===== src/source/rv32_pkg.sv =====
// Reduced RV32I subset only; no byte/halfword access, shifts, CSRs or traps
`default_nettype none

package rv32_pkg;

    // Word and register index widths
    localparam int xlen = 32;
    localparam int reg_id_bits = 5;

    // First fetch address
    localparam logic [xlen-1:0] reset_pc = 32'h0000_0000;

    // Major opcodes handled by decode
    typedef enum logic [6:0] {
        OPC_OP     = 7'b0110011,
        OPC_OP_IMM = 7'b0010011,
        OPC_LUI    = 7'b0110111,
        OPC_LOAD   = 7'b0000011,
        OPC_STORE  = 7'b0100011,
        OPC_BRANCH = 7'b1100011,
        OPC_JAL    = 7'b1101111
    } opcode_t;

    // ALU functions, PASS_B forwards the U immediate for LUI
    typedef enum logic [2:0] {
        ALU_ADD,
        ALU_SUB,
        ALU_AND,
        ALU_OR,
        ALU_XOR,
        ALU_SLT,
        ALU_PASS_B
    } alu_op_t;

    // What an instruction does in the later stages
    typedef enum logic [2:0] {
        KIND_NONE,
        KIND_ALU,
        KIND_LOAD,
        KIND_STORE,
        KIND_BRANCH_EQ,
        KIND_BRANCH_NE,
        KIND_JUMP
    } kind_t;

endpackage

`default_nettype wire


===== src/source/rv32_register_file.sv =====
// x0 is hardwired to zero; a same-cycle write is bypassed to both read ports
`timescale 1ns/1ps
`default_nettype none

module rv32_register_file (
    input  wire                               clk,
    input  wire                               resetn,
    input  wire  [rv32_pkg::reg_id_bits-1:0] rs1,
    input  wire  [rv32_pkg::reg_id_bits-1:0] rs2,
    output logic [rv32_pkg::xlen-1:0]        reg1,
    output logic [rv32_pkg::xlen-1:0]        reg2,
    input  wire                               write,
    input  wire  [rv32_pkg::reg_id_bits-1:0] rd,
    input  wire  [rv32_pkg::xlen-1:0]        wdata
);

    // Only x1..x31 are storage
    logic [rv32_pkg::xlen-1:0] regs [1:31];

    always_ff @(posedge clk) begin
        if (!resetn) begin
            for (int i = 1; i < 32; i++) begin
                regs[i] <= '0;
            end
        end else if (write && rd != '0) begin
            regs[rd] <= wdata;
        end
    end

    // Writeback data wins over the stored value
    assign reg1 = (rs1 == '0) ? '0 : (write && rd == rs1) ? wdata : regs[rs1];
    assign reg2 = (rs2 == '0) ? '0 : (write && rd == rs2) ? wdata : regs[rs2];

endmodule

`default_nettype wire


===== src/source/rv32_fetch_stage.sv =====
// One instruction read in flight; a word returned during hold waits in a skid register
`timescale 1ns/1ps
`default_nettype none

module rv32_fetch_stage (
    input  wire                        clk,
    input  wire                        resetn,
    input  wire  [rv32_pkg::xlen-1:0] pc,
    input  wire                        hold,
    input  wire                        flush,
    output logic [rv32_pkg::xlen-1:0] instr_addr,
    output logic                       instr_read,
    input  wire                        instr_done,
    input  wire  [rv32_pkg::xlen-1:0] instr,
    output logic                       fetch_stall,
    output logic                       f_valid,
    output logic [rv32_pkg::xlen-1:0] f_pc,
    output logic [rv32_pkg::xlen-1:0] f_instr
);

    logic                      run;
    logic                      busy;
    logic                      drop;
    logic                      have;
    logic [rv32_pkg::xlen-1:0] req_addr;
    logic [rv32_pkg::xlen-1:0] skid;
    logic                      avail;

    // Address is frozen once the request is out
    assign instr_addr = busy ? req_addr : pc;
    assign instr_read = run && !have;
    // Good word this cycle, either returning now or parked
    assign avail = (busy && instr_done && !drop) || have;
    assign fetch_stall = !avail;

    always_ff @(posedge clk) begin
        if (!resetn) begin
            run <= 1'b0;
            busy <= 1'b0;
            drop <= 1'b0;
            have <= 1'b0;
            f_valid <= 1'b0;
        end else begin
            run <= 1'b1;
            if (instr_done) begin
                busy <= 1'b0;
            end else if (instr_read) begin
                busy <= 1'b1;
            end
            if (instr_read && !busy) begin
                req_addr <= pc;
            end
            // Word in flight belongs to the old path
            if (instr_done) begin
                drop <= 1'b0;
            end else if (flush && instr_read) begin
                drop <= 1'b1;
            end
            if (flush) begin
                f_valid <= 1'b0;
                have <= 1'b0;
            end else if (!hold) begin
                f_valid <= avail;
                have <= 1'b0;
                if (avail) begin
                    f_pc <= req_addr;
                    f_instr <= have ? skid : instr;
                end
            end else if (avail && !have) begin
                // Decode frozen, park the word
                have <= 1'b1;
                skid <= instr;
            end
        end
    end

endmodule

`default_nettype wire


===== src/source/rv32_decode_stage.sv =====
// Unsupported encodings become bubbles; load-use stalls one cycle against the exec input
`timescale 1ns/1ps
`default_nettype none

module rv32_decode_stage (
    input  wire                              clk,
    input  wire                              resetn,
    input  wire                              hold,
    input  wire                              flush,
    input  wire                              f_valid,
    input  wire  [rv32_pkg::xlen-1:0]        f_pc,
    input  wire  [rv32_pkg::xlen-1:0]        f_instr,
    output logic [rv32_pkg::reg_id_bits-1:0] rs1,
    output logic [rv32_pkg::reg_id_bits-1:0] rs2,
    input  wire  [rv32_pkg::xlen-1:0]        reg1,
    input  wire  [rv32_pkg::xlen-1:0]        reg2,
    output logic                             dec_stall,
    output logic                             d_valid,
    output logic [rv32_pkg::xlen-1:0]        d_pc,
    output rv32_pkg::kind_t                  d_kind,
    output rv32_pkg::alu_op_t                d_alu_op,
    output logic [rv32_pkg::reg_id_bits-1:0] d_rs1,
    output logic [rv32_pkg::reg_id_bits-1:0] d_rs2,
    output logic [rv32_pkg::reg_id_bits-1:0] d_rd,
    output logic [rv32_pkg::xlen-1:0]        d_a,
    output logic [rv32_pkg::xlen-1:0]        d_b,
    output logic [rv32_pkg::xlen-1:0]        d_imm
);

    rv32_pkg::opcode_t   opcode;
    rv32_pkg::kind_t     kind;
    rv32_pkg::alu_op_t   alu_op;
    logic [2:0]          funct3;
    logic                use_rs1;
    logic                use_rs2;
    logic                has_rd;
    logic [rv32_pkg::xlen-1:0] imm;

    assign funct3 = f_instr[14:12];
    assign rs1 = f_instr[19:15];
    assign rs2 = f_instr[24:20];

    always_comb begin
        opcode = rv32_pkg::opcode_t'(f_instr[6:0]);
        kind = rv32_pkg::KIND_NONE;
        alu_op = rv32_pkg::ALU_ADD;
        use_rs1 = 1'b0;
        use_rs2 = 1'b0;
        has_rd = 1'b0;
        // I-type by default
        imm = {{20{f_instr[31]}}, f_instr[31:20]};
        case (opcode)
            rv32_pkg::OPC_OP: begin
                kind = rv32_pkg::KIND_ALU;
                use_rs1 = 1'b1;
                use_rs2 = 1'b1;
                has_rd = 1'b1;
                case (funct3)
                    3'b000: alu_op = f_instr[30] ? rv32_pkg::ALU_SUB : rv32_pkg::ALU_ADD;
                    3'b111: alu_op = rv32_pkg::ALU_AND;
                    3'b110: alu_op = rv32_pkg::ALU_OR;
                    3'b100: alu_op = rv32_pkg::ALU_XOR;
                    3'b010: alu_op = rv32_pkg::ALU_SLT;
                    default: kind = rv32_pkg::KIND_NONE;
                endcase
            end
            rv32_pkg::OPC_OP_IMM: begin
                // ADDI only
                kind = (funct3 == 3'b000) ? rv32_pkg::KIND_ALU : rv32_pkg::KIND_NONE;
                use_rs1 = 1'b1;
                has_rd = 1'b1;
            end
            rv32_pkg::OPC_LUI: begin
                kind = rv32_pkg::KIND_ALU;
                alu_op = rv32_pkg::ALU_PASS_B;
                has_rd = 1'b1;
                imm = {f_instr[31:12], 12'b0};
            end
            rv32_pkg::OPC_LOAD: begin
                // LW only
                kind = (funct3 == 3'b010) ? rv32_pkg::KIND_LOAD : rv32_pkg::KIND_NONE;
                use_rs1 = 1'b1;
                has_rd = 1'b1;
            end
            rv32_pkg::OPC_STORE: begin
                kind = (funct3 == 3'b010) ? rv32_pkg::KIND_STORE : rv32_pkg::KIND_NONE;
                use_rs1 = 1'b1;
                use_rs2 = 1'b1;
                imm = {{20{f_instr[31]}}, f_instr[31:25], f_instr[11:7]};
            end
            rv32_pkg::OPC_BRANCH: begin
                if (funct3 == 3'b000) begin
                    kind = rv32_pkg::KIND_BRANCH_EQ;
                end else if (funct3 == 3'b001) begin
                    kind = rv32_pkg::KIND_BRANCH_NE;
                end
                use_rs1 = 1'b1;
                use_rs2 = 1'b1;
                imm = {{19{f_instr[31]}}, f_instr[31], f_instr[7], f_instr[30:25],
                       f_instr[11:8], 1'b0};
            end
            rv32_pkg::OPC_JAL: begin
                kind = rv32_pkg::KIND_JUMP;
                has_rd = 1'b1;
                imm = {{11{f_instr[31]}}, f_instr[31], f_instr[19:12], f_instr[20],
                       f_instr[30:21], 1'b0};
            end
            default: kind = rv32_pkg::KIND_NONE;
        endcase
    end

    // Load still in exec, its data is not there in time for us
    assign dec_stall = f_valid && kind != rv32_pkg::KIND_NONE && d_valid
        && d_kind == rv32_pkg::KIND_LOAD && d_rd != '0
        && ((use_rs1 && rs1 == d_rd) || (use_rs2 && rs2 == d_rd));

    always_ff @(posedge clk) begin
        if (!resetn) begin
            d_valid <= 1'b0;
        end else if (flush || (!hold && dec_stall)) begin
            d_valid <= 1'b0;
        end else if (!hold) begin
            d_valid <= f_valid && kind != rv32_pkg::KIND_NONE;
            d_pc <= f_pc;
            d_kind <= kind;
            d_alu_op <= alu_op;
            // Unused sources read as x0 so forwarding never hits
            d_rs1 <= use_rs1 ? rs1 : '0;
            d_rs2 <= use_rs2 ? rs2 : '0;
            d_rd <= has_rd ? f_instr[11:7] : '0;
            d_a <= reg1;
            d_b <= use_rs2 ? reg2 : imm;
            d_imm <= imm;
        end
    end

endmodule

`default_nettype wire


===== src/source/rv32_exec_stage.sv =====
// Jumps resolve here, so a taken branch costs the two younger instructions
`timescale 1ns/1ps
`default_nettype none

module rv32_exec_stage (
    input  wire                              clk,
    input  wire                              resetn,
    input  wire                              hold,
    input  wire                              d_valid,
    input  wire  [rv32_pkg::xlen-1:0]        d_pc,
    input  var   rv32_pkg::kind_t            d_kind,
    input  var   rv32_pkg::alu_op_t          d_alu_op,
    input  wire  [rv32_pkg::reg_id_bits-1:0] d_rs1,
    input  wire  [rv32_pkg::reg_id_bits-1:0] d_rs2,
    input  wire  [rv32_pkg::reg_id_bits-1:0] d_rd,
    input  wire  [rv32_pkg::xlen-1:0]        d_a,
    input  wire  [rv32_pkg::xlen-1:0]        d_b,
    input  wire  [rv32_pkg::xlen-1:0]        d_imm,
    input  wire                              wb_valid,
    input  wire  [rv32_pkg::reg_id_bits-1:0] wb_rd,
    input  wire  [rv32_pkg::xlen-1:0]        wb_data,
    output logic                             take_jump,
    output logic [rv32_pkg::xlen-1:0]        jump_addr,
    output logic                             e_valid,
    output rv32_pkg::kind_t                  e_kind,
    output logic [rv32_pkg::reg_id_bits-1:0] e_rd,
    output logic [rv32_pkg::xlen-1:0]        e_result,
    output logic [rv32_pkg::xlen-1:0]        e_store_data
);

    logic [rv32_pkg::xlen-1:0] op_a;
    logic [rv32_pkg::xlen-1:0] op_b;
    logic [rv32_pkg::xlen-1:0] alu_b;
    logic [rv32_pkg::xlen-1:0] alu_out;
    logic                      taken;

    // Younger result wins and load data only comes from writeback
    function automatic logic [rv32_pkg::xlen-1:0] forward(
        input logic [rv32_pkg::reg_id_bits-1:0] rs,
        input logic [rv32_pkg::xlen-1:0]        val
    );
        if (rs != '0 && e_valid && e_kind != rv32_pkg::KIND_LOAD && e_rd == rs) begin
            return e_result;
        end
        if (rs != '0 && wb_valid && wb_rd == rs) begin
            return wb_data;
        end
        return val;
    endfunction

    always_comb begin
        op_a = forward(d_rs1, d_a);
        op_b = forward(d_rs2, d_b);
    end
    // Stores add the offset while rs2 carries the data
    assign alu_b = (d_kind == rv32_pkg::KIND_STORE) ? d_imm : op_b;

    always_comb begin
        case (d_alu_op)
            rv32_pkg::ALU_SUB: alu_out = op_a - alu_b;
            rv32_pkg::ALU_AND: alu_out = op_a & alu_b;
            rv32_pkg::ALU_OR: alu_out = op_a | alu_b;
            rv32_pkg::ALU_XOR: alu_out = op_a ^ alu_b;
            rv32_pkg::ALU_SLT: alu_out = {31'b0, $signed(op_a) < $signed(alu_b)};
            rv32_pkg::ALU_PASS_B: alu_out = alu_b;
            default: alu_out = op_a + alu_b;
        endcase
    end

    always_comb begin
        case (d_kind)
            rv32_pkg::KIND_BRANCH_EQ: taken = (op_a == op_b);
            rv32_pkg::KIND_BRANCH_NE: taken = (op_a != op_b);
            rv32_pkg::KIND_JUMP: taken = 1'b1;
            default: taken = 1'b0;
        endcase
    end

    // Only redirect when the pipe actually moves
    assign take_jump = d_valid && taken && !hold;
    assign jump_addr = d_pc + d_imm;

    always_ff @(posedge clk) begin
        if (!resetn) begin
            e_valid <= 1'b0;
        end else if (!hold) begin
            e_valid <= d_valid;
            e_kind <= d_kind;
            e_rd <= d_rd;
            // JAL links pc plus 4
            e_result <= (d_kind == rv32_pkg::KIND_JUMP) ? d_pc + 32'd4 : alu_out;
            e_store_data <= op_b;
        end
    end

endmodule

`default_nettype wire


===== src/source/rv32_mem_stage.sv =====
// Word accesses only; the request stays up until data_done
`timescale 1ns/1ps
`default_nettype none

module rv32_mem_stage (
    input  wire                              clk,
    input  wire                              resetn,
    input  wire                              e_valid,
    input  var   rv32_pkg::kind_t            e_kind,
    input  wire  [rv32_pkg::reg_id_bits-1:0] e_rd,
    input  wire  [rv32_pkg::xlen-1:0]        e_result,
    input  wire  [rv32_pkg::xlen-1:0]        e_store_data,
    output logic [rv32_pkg::xlen-1:0]        data_addr,
    output logic                             data_read,
    output logic                             data_write,
    output logic [rv32_pkg::xlen-1:0]        data_wdata,
    input  wire                              data_done,
    output logic                             mem_stall,
    output logic                             m_valid,
    output logic                             m_is_load,
    output logic [rv32_pkg::reg_id_bits-1:0] m_rd,
    output logic [rv32_pkg::xlen-1:0]        m_result
);

    logic is_load;
    logic is_store;

    assign is_load = e_valid && e_kind == rv32_pkg::KIND_LOAD;
    assign is_store = e_valid && e_kind == rv32_pkg::KIND_STORE;

    // Straight from the exec/mem buffer, stable while stalled
    assign data_addr = e_result;
    assign data_wdata = e_store_data;
    assign data_read = is_load;
    assign data_write = is_store;
    assign mem_stall = (is_load || is_store) && !data_done;

    // Frozen while stalled so writeback forwarding stays valid
    always_ff @(posedge clk) begin
        if (!resetn) begin
            m_valid <= 1'b0;
        end else if (!mem_stall) begin
            m_valid <= e_valid;
            m_is_load <= is_load;
            m_rd <= e_rd;
            m_result <= e_result;
        end
    end

endmodule

`default_nettype wire


===== src/source/rv32_core.sv =====
// Five-stage in-order core; instruction and data ports each allow one access at a time
`timescale 1ns/1ps
`default_nettype none

module rv32_core (
    input  wire                        clk,
    input  wire                        resetn,
    output logic [rv32_pkg::xlen-1:0] instr_addr,
    output logic                       instr_read,
    input  wire                        instr_done,
    input  wire  [rv32_pkg::xlen-1:0] instr,
    output logic [rv32_pkg::xlen-1:0] data_addr,
    output logic                       data_read,
    output logic                       data_write,
    output logic [rv32_pkg::xlen-1:0] data_wdata,
    input  wire                        data_done,
    input  wire  [rv32_pkg::xlen-1:0] data_rdata
);

    logic [rv32_pkg::xlen-1:0]        pc;
    logic                             flush;
    logic                             front_hold;
    logic                             fetch_stall;
    logic                             dec_stall;
    logic                             mem_stall;
    logic                             take_jump;
    logic [rv32_pkg::xlen-1:0]        jump_addr;
    logic [rv32_pkg::reg_id_bits-1:0] rs1;
    logic [rv32_pkg::reg_id_bits-1:0] rs2;
    logic [rv32_pkg::xlen-1:0]        reg1;
    logic [rv32_pkg::xlen-1:0]        reg2;
    logic                             f_valid;
    logic [rv32_pkg::xlen-1:0]        f_pc;
    logic [rv32_pkg::xlen-1:0]        f_instr;
    logic                             d_valid;
    logic [rv32_pkg::xlen-1:0]        d_pc;
    rv32_pkg::kind_t                  d_kind;
    rv32_pkg::alu_op_t                d_alu_op;
    logic [rv32_pkg::reg_id_bits-1:0] d_rs1;
    logic [rv32_pkg::reg_id_bits-1:0] d_rs2;
    logic [rv32_pkg::reg_id_bits-1:0] d_rd;
    logic [rv32_pkg::xlen-1:0]        d_a;
    logic [rv32_pkg::xlen-1:0]        d_b;
    logic [rv32_pkg::xlen-1:0]        d_imm;
    logic                             e_valid;
    rv32_pkg::kind_t                  e_kind;
    logic [rv32_pkg::reg_id_bits-1:0] e_rd;
    logic [rv32_pkg::xlen-1:0]        e_result;
    logic [rv32_pkg::xlen-1:0]        e_store_data;
    logic                             m_valid;
    logic                             m_is_load;
    logic [rv32_pkg::reg_id_bits-1:0] m_rd;
    logic [rv32_pkg::xlen-1:0]        m_result;
    logic [rv32_pkg::xlen-1:0]        load_data;
    logic [rv32_pkg::xlen-1:0]        wb_data;
    logic                             wb_write;

    // Redirect kills whatever fetch and decode hold this cycle
    assign flush = take_jump;
    assign front_hold = dec_stall || mem_stall;

    // Jump beats any stall, PC moves only when fetch hands a word on
    always_ff @(posedge clk) begin
        if (!resetn) begin
            pc <= rv32_pkg::reset_pc;
        end else if (take_jump) begin
            pc <= jump_addr;
        end else if (!(fetch_stall || front_hold)) begin
            pc <= pc + 32'd4;
        end
    end

    // Read data is only valid in the done cycle
    always_ff @(posedge clk) begin
        if (data_read && data_done) begin
            load_data <= data_rdata;
        end
    end

    // Writeback select
    assign wb_data = m_is_load ? load_data : m_result;
    assign wb_write = m_valid && m_rd != '0;

    rv32_register_file u_regs (
        .clk(clk), .resetn(resetn),
        .rs1(rs1), .rs2(rs2), .reg1(reg1), .reg2(reg2),
        .write(wb_write), .rd(m_rd), .wdata(wb_data)
    );

    rv32_fetch_stage u_fetch (
        .clk(clk), .resetn(resetn),
        .pc(pc), .hold(front_hold), .flush(flush),
        .instr_addr(instr_addr), .instr_read(instr_read),
        .instr_done(instr_done), .instr(instr),
        .fetch_stall(fetch_stall),
        .f_valid(f_valid), .f_pc(f_pc), .f_instr(f_instr)
    );

    rv32_decode_stage u_decode (
        .clk(clk), .resetn(resetn),
        .hold(mem_stall), .flush(flush),
        .f_valid(f_valid), .f_pc(f_pc), .f_instr(f_instr),
        .rs1(rs1), .rs2(rs2), .reg1(reg1), .reg2(reg2),
        .dec_stall(dec_stall),
        .d_valid(d_valid), .d_pc(d_pc), .d_kind(d_kind), .d_alu_op(d_alu_op),
        .d_rs1(d_rs1), .d_rs2(d_rs2), .d_rd(d_rd),
        .d_a(d_a), .d_b(d_b), .d_imm(d_imm)
    );

    rv32_exec_stage u_exec (
        .clk(clk), .resetn(resetn), .hold(mem_stall),
        .d_valid(d_valid), .d_pc(d_pc), .d_kind(d_kind), .d_alu_op(d_alu_op),
        .d_rs1(d_rs1), .d_rs2(d_rs2), .d_rd(d_rd),
        .d_a(d_a), .d_b(d_b), .d_imm(d_imm),
        .wb_valid(wb_write), .wb_rd(m_rd), .wb_data(wb_data),
        .take_jump(take_jump), .jump_addr(jump_addr),
        .e_valid(e_valid), .e_kind(e_kind), .e_rd(e_rd),
        .e_result(e_result), .e_store_data(e_store_data)
    );

    rv32_mem_stage u_mem (
        .clk(clk), .resetn(resetn),
        .e_valid(e_valid), .e_kind(e_kind), .e_rd(e_rd),
        .e_result(e_result), .e_store_data(e_store_data),
        .data_addr(data_addr), .data_read(data_read), .data_write(data_write),
        .data_wdata(data_wdata), .data_done(data_done),
        .mem_stall(mem_stall),
        .m_valid(m_valid), .m_is_load(m_is_load), .m_rd(m_rd), .m_result(m_result)
    );

endmodule

`default_nettype wire


===== config.mk =====
export PLATFORM = sky130hd
export DESIGN_NAME = rv32_core
export DESIGN_NICKNAME = d
export VERILOG_FILES = /design/src/source/rv32_pkg.sv /design/src/source/rv32_register_file.sv /design/src/source/rv32_fetch_stage.sv /design/src/source/rv32_decode_stage.sv /design/src/source/rv32_exec_stage.sv /design/src/source/rv32_mem_stage.sv /design/src/source/rv32_core.sv
export SDC_FILE = /design/constraint.sdc
export NUM_CORES = 2
export LEC_CHECK = 0
export CORE_MARGIN = 5
export CORE_UTILIZATION = 23
export CTS_CLUSTER_DIAMETER = 50
export DETAILED_ROUTE_END_ITERATION = 6
export DONT_BUFFER_PORTS = 1
export PLACE_DENSITY = 0.34
export SKIP_LAST_GASP = 1
export SLEW_MARGIN = 30
export SYNTH_ARGS = -nofsm -noshare
export SYNTH_HDL_FRONTEND = slang
export SYNTH_SLANG_ARGS = --single-unit

===== constraint.sdc =====
create_clock -name clk -period 8.6 [get_ports clk]
set_clock_uncertainty 0.1 [all_clocks]
set_input_delay 1.29 -clock clk [delete_from_list [all_inputs] [get_ports clk]]
set_output_delay 1.29 -clock clk [all_outputs]
set_load 0.05 [all_outputs]

==> flow_metrics.tcl <==
set metrics [dict create \
    status "finished clean" \
    worstMarginPinSlew_ns 1.043 \
    p_per_area_nw_per_um2 210.3 \
    finalCriticalPeriod_ns 7.074 \
    slew_viol_final 0 \
    peakVddDrop_uv 165.4 \
    syn_area_sq_um 79860 \
    globalRouteOverflowTotal 0 \
    hold_class "reg -> reg" \
    design_area_sq_um 94580 \
    globalRouteTotalUtil 0.2022 \
    wire_per_inst_microns 34.78 \
    ant_nets 0 \
    grt_antenna_before_repair 28 \
    layout_setup_ws_ns 1.526 \
    cts_resized 0 \
    synth_edf_count 1443 \
    h-tree-depth 4 \
    syn_area_per_cell_sq_um 13.36 \
    setup_viol 0 \
    critPathArrivalTime_ns 7.70 \
    cpMostUsedCell "a31oi_1" \
    setup-tns-final_ns 0 \
    netlist.area_leader.share 0.5426 \
    place_area_sq_um 86690 \
    cts.sinks 1488 \
    clock_latency_ns 0.92 \
    slowest_delay_ns 0.62 \
    io_pins 167 \
    start_kind "flop" \
    rsz0062_at_grt "false" \
    synth_cell_type_count 96 \
    die_area_sq_um 359100 \
    grt_max_degree 90 \
    synth_warnings 0 \
    leakagePower_nw 33.41 \
    drt-pass1-iter-count 6 \
    ys_seq_area_frac 0.5539 \
    slew_headroom 0.3047 \
    period_share 0.8225 \
    rows 216 \
    path_clk_slew_ns 0.06 \
    fmax_mhz 141.4 \
    drv_cap 0 \
    async_flop_share 0 \
    dr_total_vias 54660 \
    path_max_fanout 33 \
    dp_slack_ns 1.692 \
    path_cells "xnor2_1, and3_1, buf_4, and4_4, o221ai_1, a31oi_1, inv_1, ha_1, or3b_2, a31oi_1, o21bai_1, a31oi_1, o21ai_0, a311oi_1, o21ai_0, o2111ai_1, a21oi_1, or4_1, nand3_1" \
    drt_iter0_markers 5993 \
    critPathRequiredTime_ns 9.23 \
    first_global_vias 54520 \
    start_util 0.2308 \
    ys.flop_type "edfxtp_1" \
    syn_inst 5978 \
    gp_congestion 0.9007 \
    cts_tree "done" \
    die_h_microns 599.2 \
    vias_per_cell 5.102 \
    post_cts_buffers 0 \
    coreArea_sq_um 345900 \
    crit_slowest_cell "edfxtp_1" \
    grt_first_pass_wirelength_microns 498500 \
    hold_violations 0 \
    ys_ff_latch 1488 \
    totalWireLength_microns 372600 \
    nets 6131 \
    die_x_microns 599.2 \
    ys_top_cells_by_area "edfxtp_1 (54%), mux4_2 (18%), nor2_1 (5.6%)" \
    postCtsHoldBufs 0 \
    cts_buffer_depth 4 \
    synth.largest_area_cell "edfxtp_1" \
    synth.most_common_cell "edfxtp_1" \
    end_kind "flop" \
    area_delta_synth_final_pct 18.44 \
    drcViolationCount 0 \
    total_power_mw 19.89 \
    drive_above_1_share 0.2458 \
    cts_root_buf "clkbuf_16" \
    portBuffers 0 \
    dp_hpwl_microns 234900 \
    yosys-top-cells-count "edfxtp_1 (1,443), nor2_1 (1,193), mux4_2 (640), clkbuf_1 (422), nand2_1 (342)" \
    postLayoutCoreUtil 0.2734 \
    criticalPathCategory "reg -> reg" \
    numCtsBuffers 235 \
]
[worst max-delay path: cells and delay by family (launching register included)]
family,cells,cell delay [ns]
fa+ha+maj,1,0.50
xor+xnor,1,0.46
simple gates,5,1.91
flops,1,0.62
buf+inv,2,0.48
compound gates,10,2.84
[area by class of cell]
type | instances | area (sq um)
Timing Repair Buffer | 200 | 1996
Tap cell | 4578 | 5728
Sequential cell | 1488 | 44250
Fill cell | 35280 | 251400
Clock inverter | 159 | 1695
Clock buffer | 269 | 6093
Multi-Input combinational cell | 3851 | 34200
Antenna cell | 13 | 32.53
Inverter | 155 | 581.8
[state kept, by name, summed over array words and instances (netlist names), 3 cells and up, named ones only]
register / flops
u_decode.d_imm: 32
u_fetch.skid: 32
load_data: 32
u_fetch.req_addr: 32
u_mem.m_rd: 5
u_decode.d_kind: 3
u_mem.m_result: 32
u_decode.d_a: 32
u_exec.e_rd: 5
u_fetch.f_instr: 32
pc: 32
u_decode.d_rs1: 5
u_exec.e_kind: 3
u_exec.e_store_data: 32
u_decode.d_pc: 32
u_decode.d_rs2: 5
u_decode.d_alu_op: 3
u_exec.e_result: 32
u_decode.d_b: 32
u_decode.d_rd: 5
u_fetch.f_pc: 32
u_regs.regs: 1024
[logic make-up (layout without fill, tap and decap cells)]
group,after synthesis,after routing,share of synthesized area
muxes,801,801,0.2022
AOI/OAI and AO/OA,781,781,0.06994
buffers and inverters,670,783,0.03214
and+or+nand+nor,1965,1965,0.1055
other,1,45,0.00004696
xor gates and xnor gates,140,140,0.01535
DFF,1488,1488,0.5539
adders and majority gates,132,132,0.02096
[metrics by stage]
step | hold WS [ns] | instances
floorplan | 0.3003 | 6009
global placement | 0.3056 | 10250
detailed placement | 0.3052 | 10270
CTS | 0.2642 | 10700
global route | 0.2874 | 10700
finish | 0.3175 | 10710
[per-layer routing]
metal,vias to the layer above,global-route usage,wire (microns)
met5,-,0,100
met3,489,0.03227,21230
li1,22850,-,-
met2,2118,0.3425,181600
met1,29190,0.2595,153400
met4,16,0.07707,16240
[power by group]
| part | switching (mW) | internal (mW) | total [mW] |
|---|---|---|---|
| Clock | 3.77 | 5.90 | 9.67 |
| Sequential | 0.246 | 8.21 | 8.46 |
| Combinational | 1.19 | 0.573 | 1.76 |
| Total | 5.21 | 14.7 | 19.9 |
[path summary, 6_finish.rpt]
| path | slack (ns) | cells past startpoint | end | start |
|---|---|---|---|---|
| hold / removal | 0.32 | 0 | u_decode.d_pc[20]$_DFFE_PP_ | u_fetch.f_pc[20]$_DFFE_PN_ |
| hold reg to reg | 0.32 | 0 | u_decode.d_pc[20]$_DFFE_PP_ | u_fetch.f_pc[20]$_DFFE_PN_ |
| setup / recovery | 1.53 | 19 | u_exec.e_result[31]$_DFFE_PP_ | u_mem.m_rd[0]$_DFFE_PP_ |
| setup reg to reg | 1.53 | 19 | u_exec.e_result[31]$_DFFE_PP_ | u_mem.m_rd[0]$_DFFE_PP_ |
[cell usage in the layout, fill, tap and decap left out, drive strengths merged, types with 57 or more instances in the layout]
cell,instances
edfxtp,1443
nor2,1193
mux4,640
nand2,342
clkbuf,269
buf,200
inv,177
a21oi,170
ha,129
o21ai,121
a211oi,107
clkinv,92
mux2i,82
mux2,79
xnor2,72
xor2,68
nand3,64
nor2b,63
nor3,57
(Power assumes the default switching activity.)
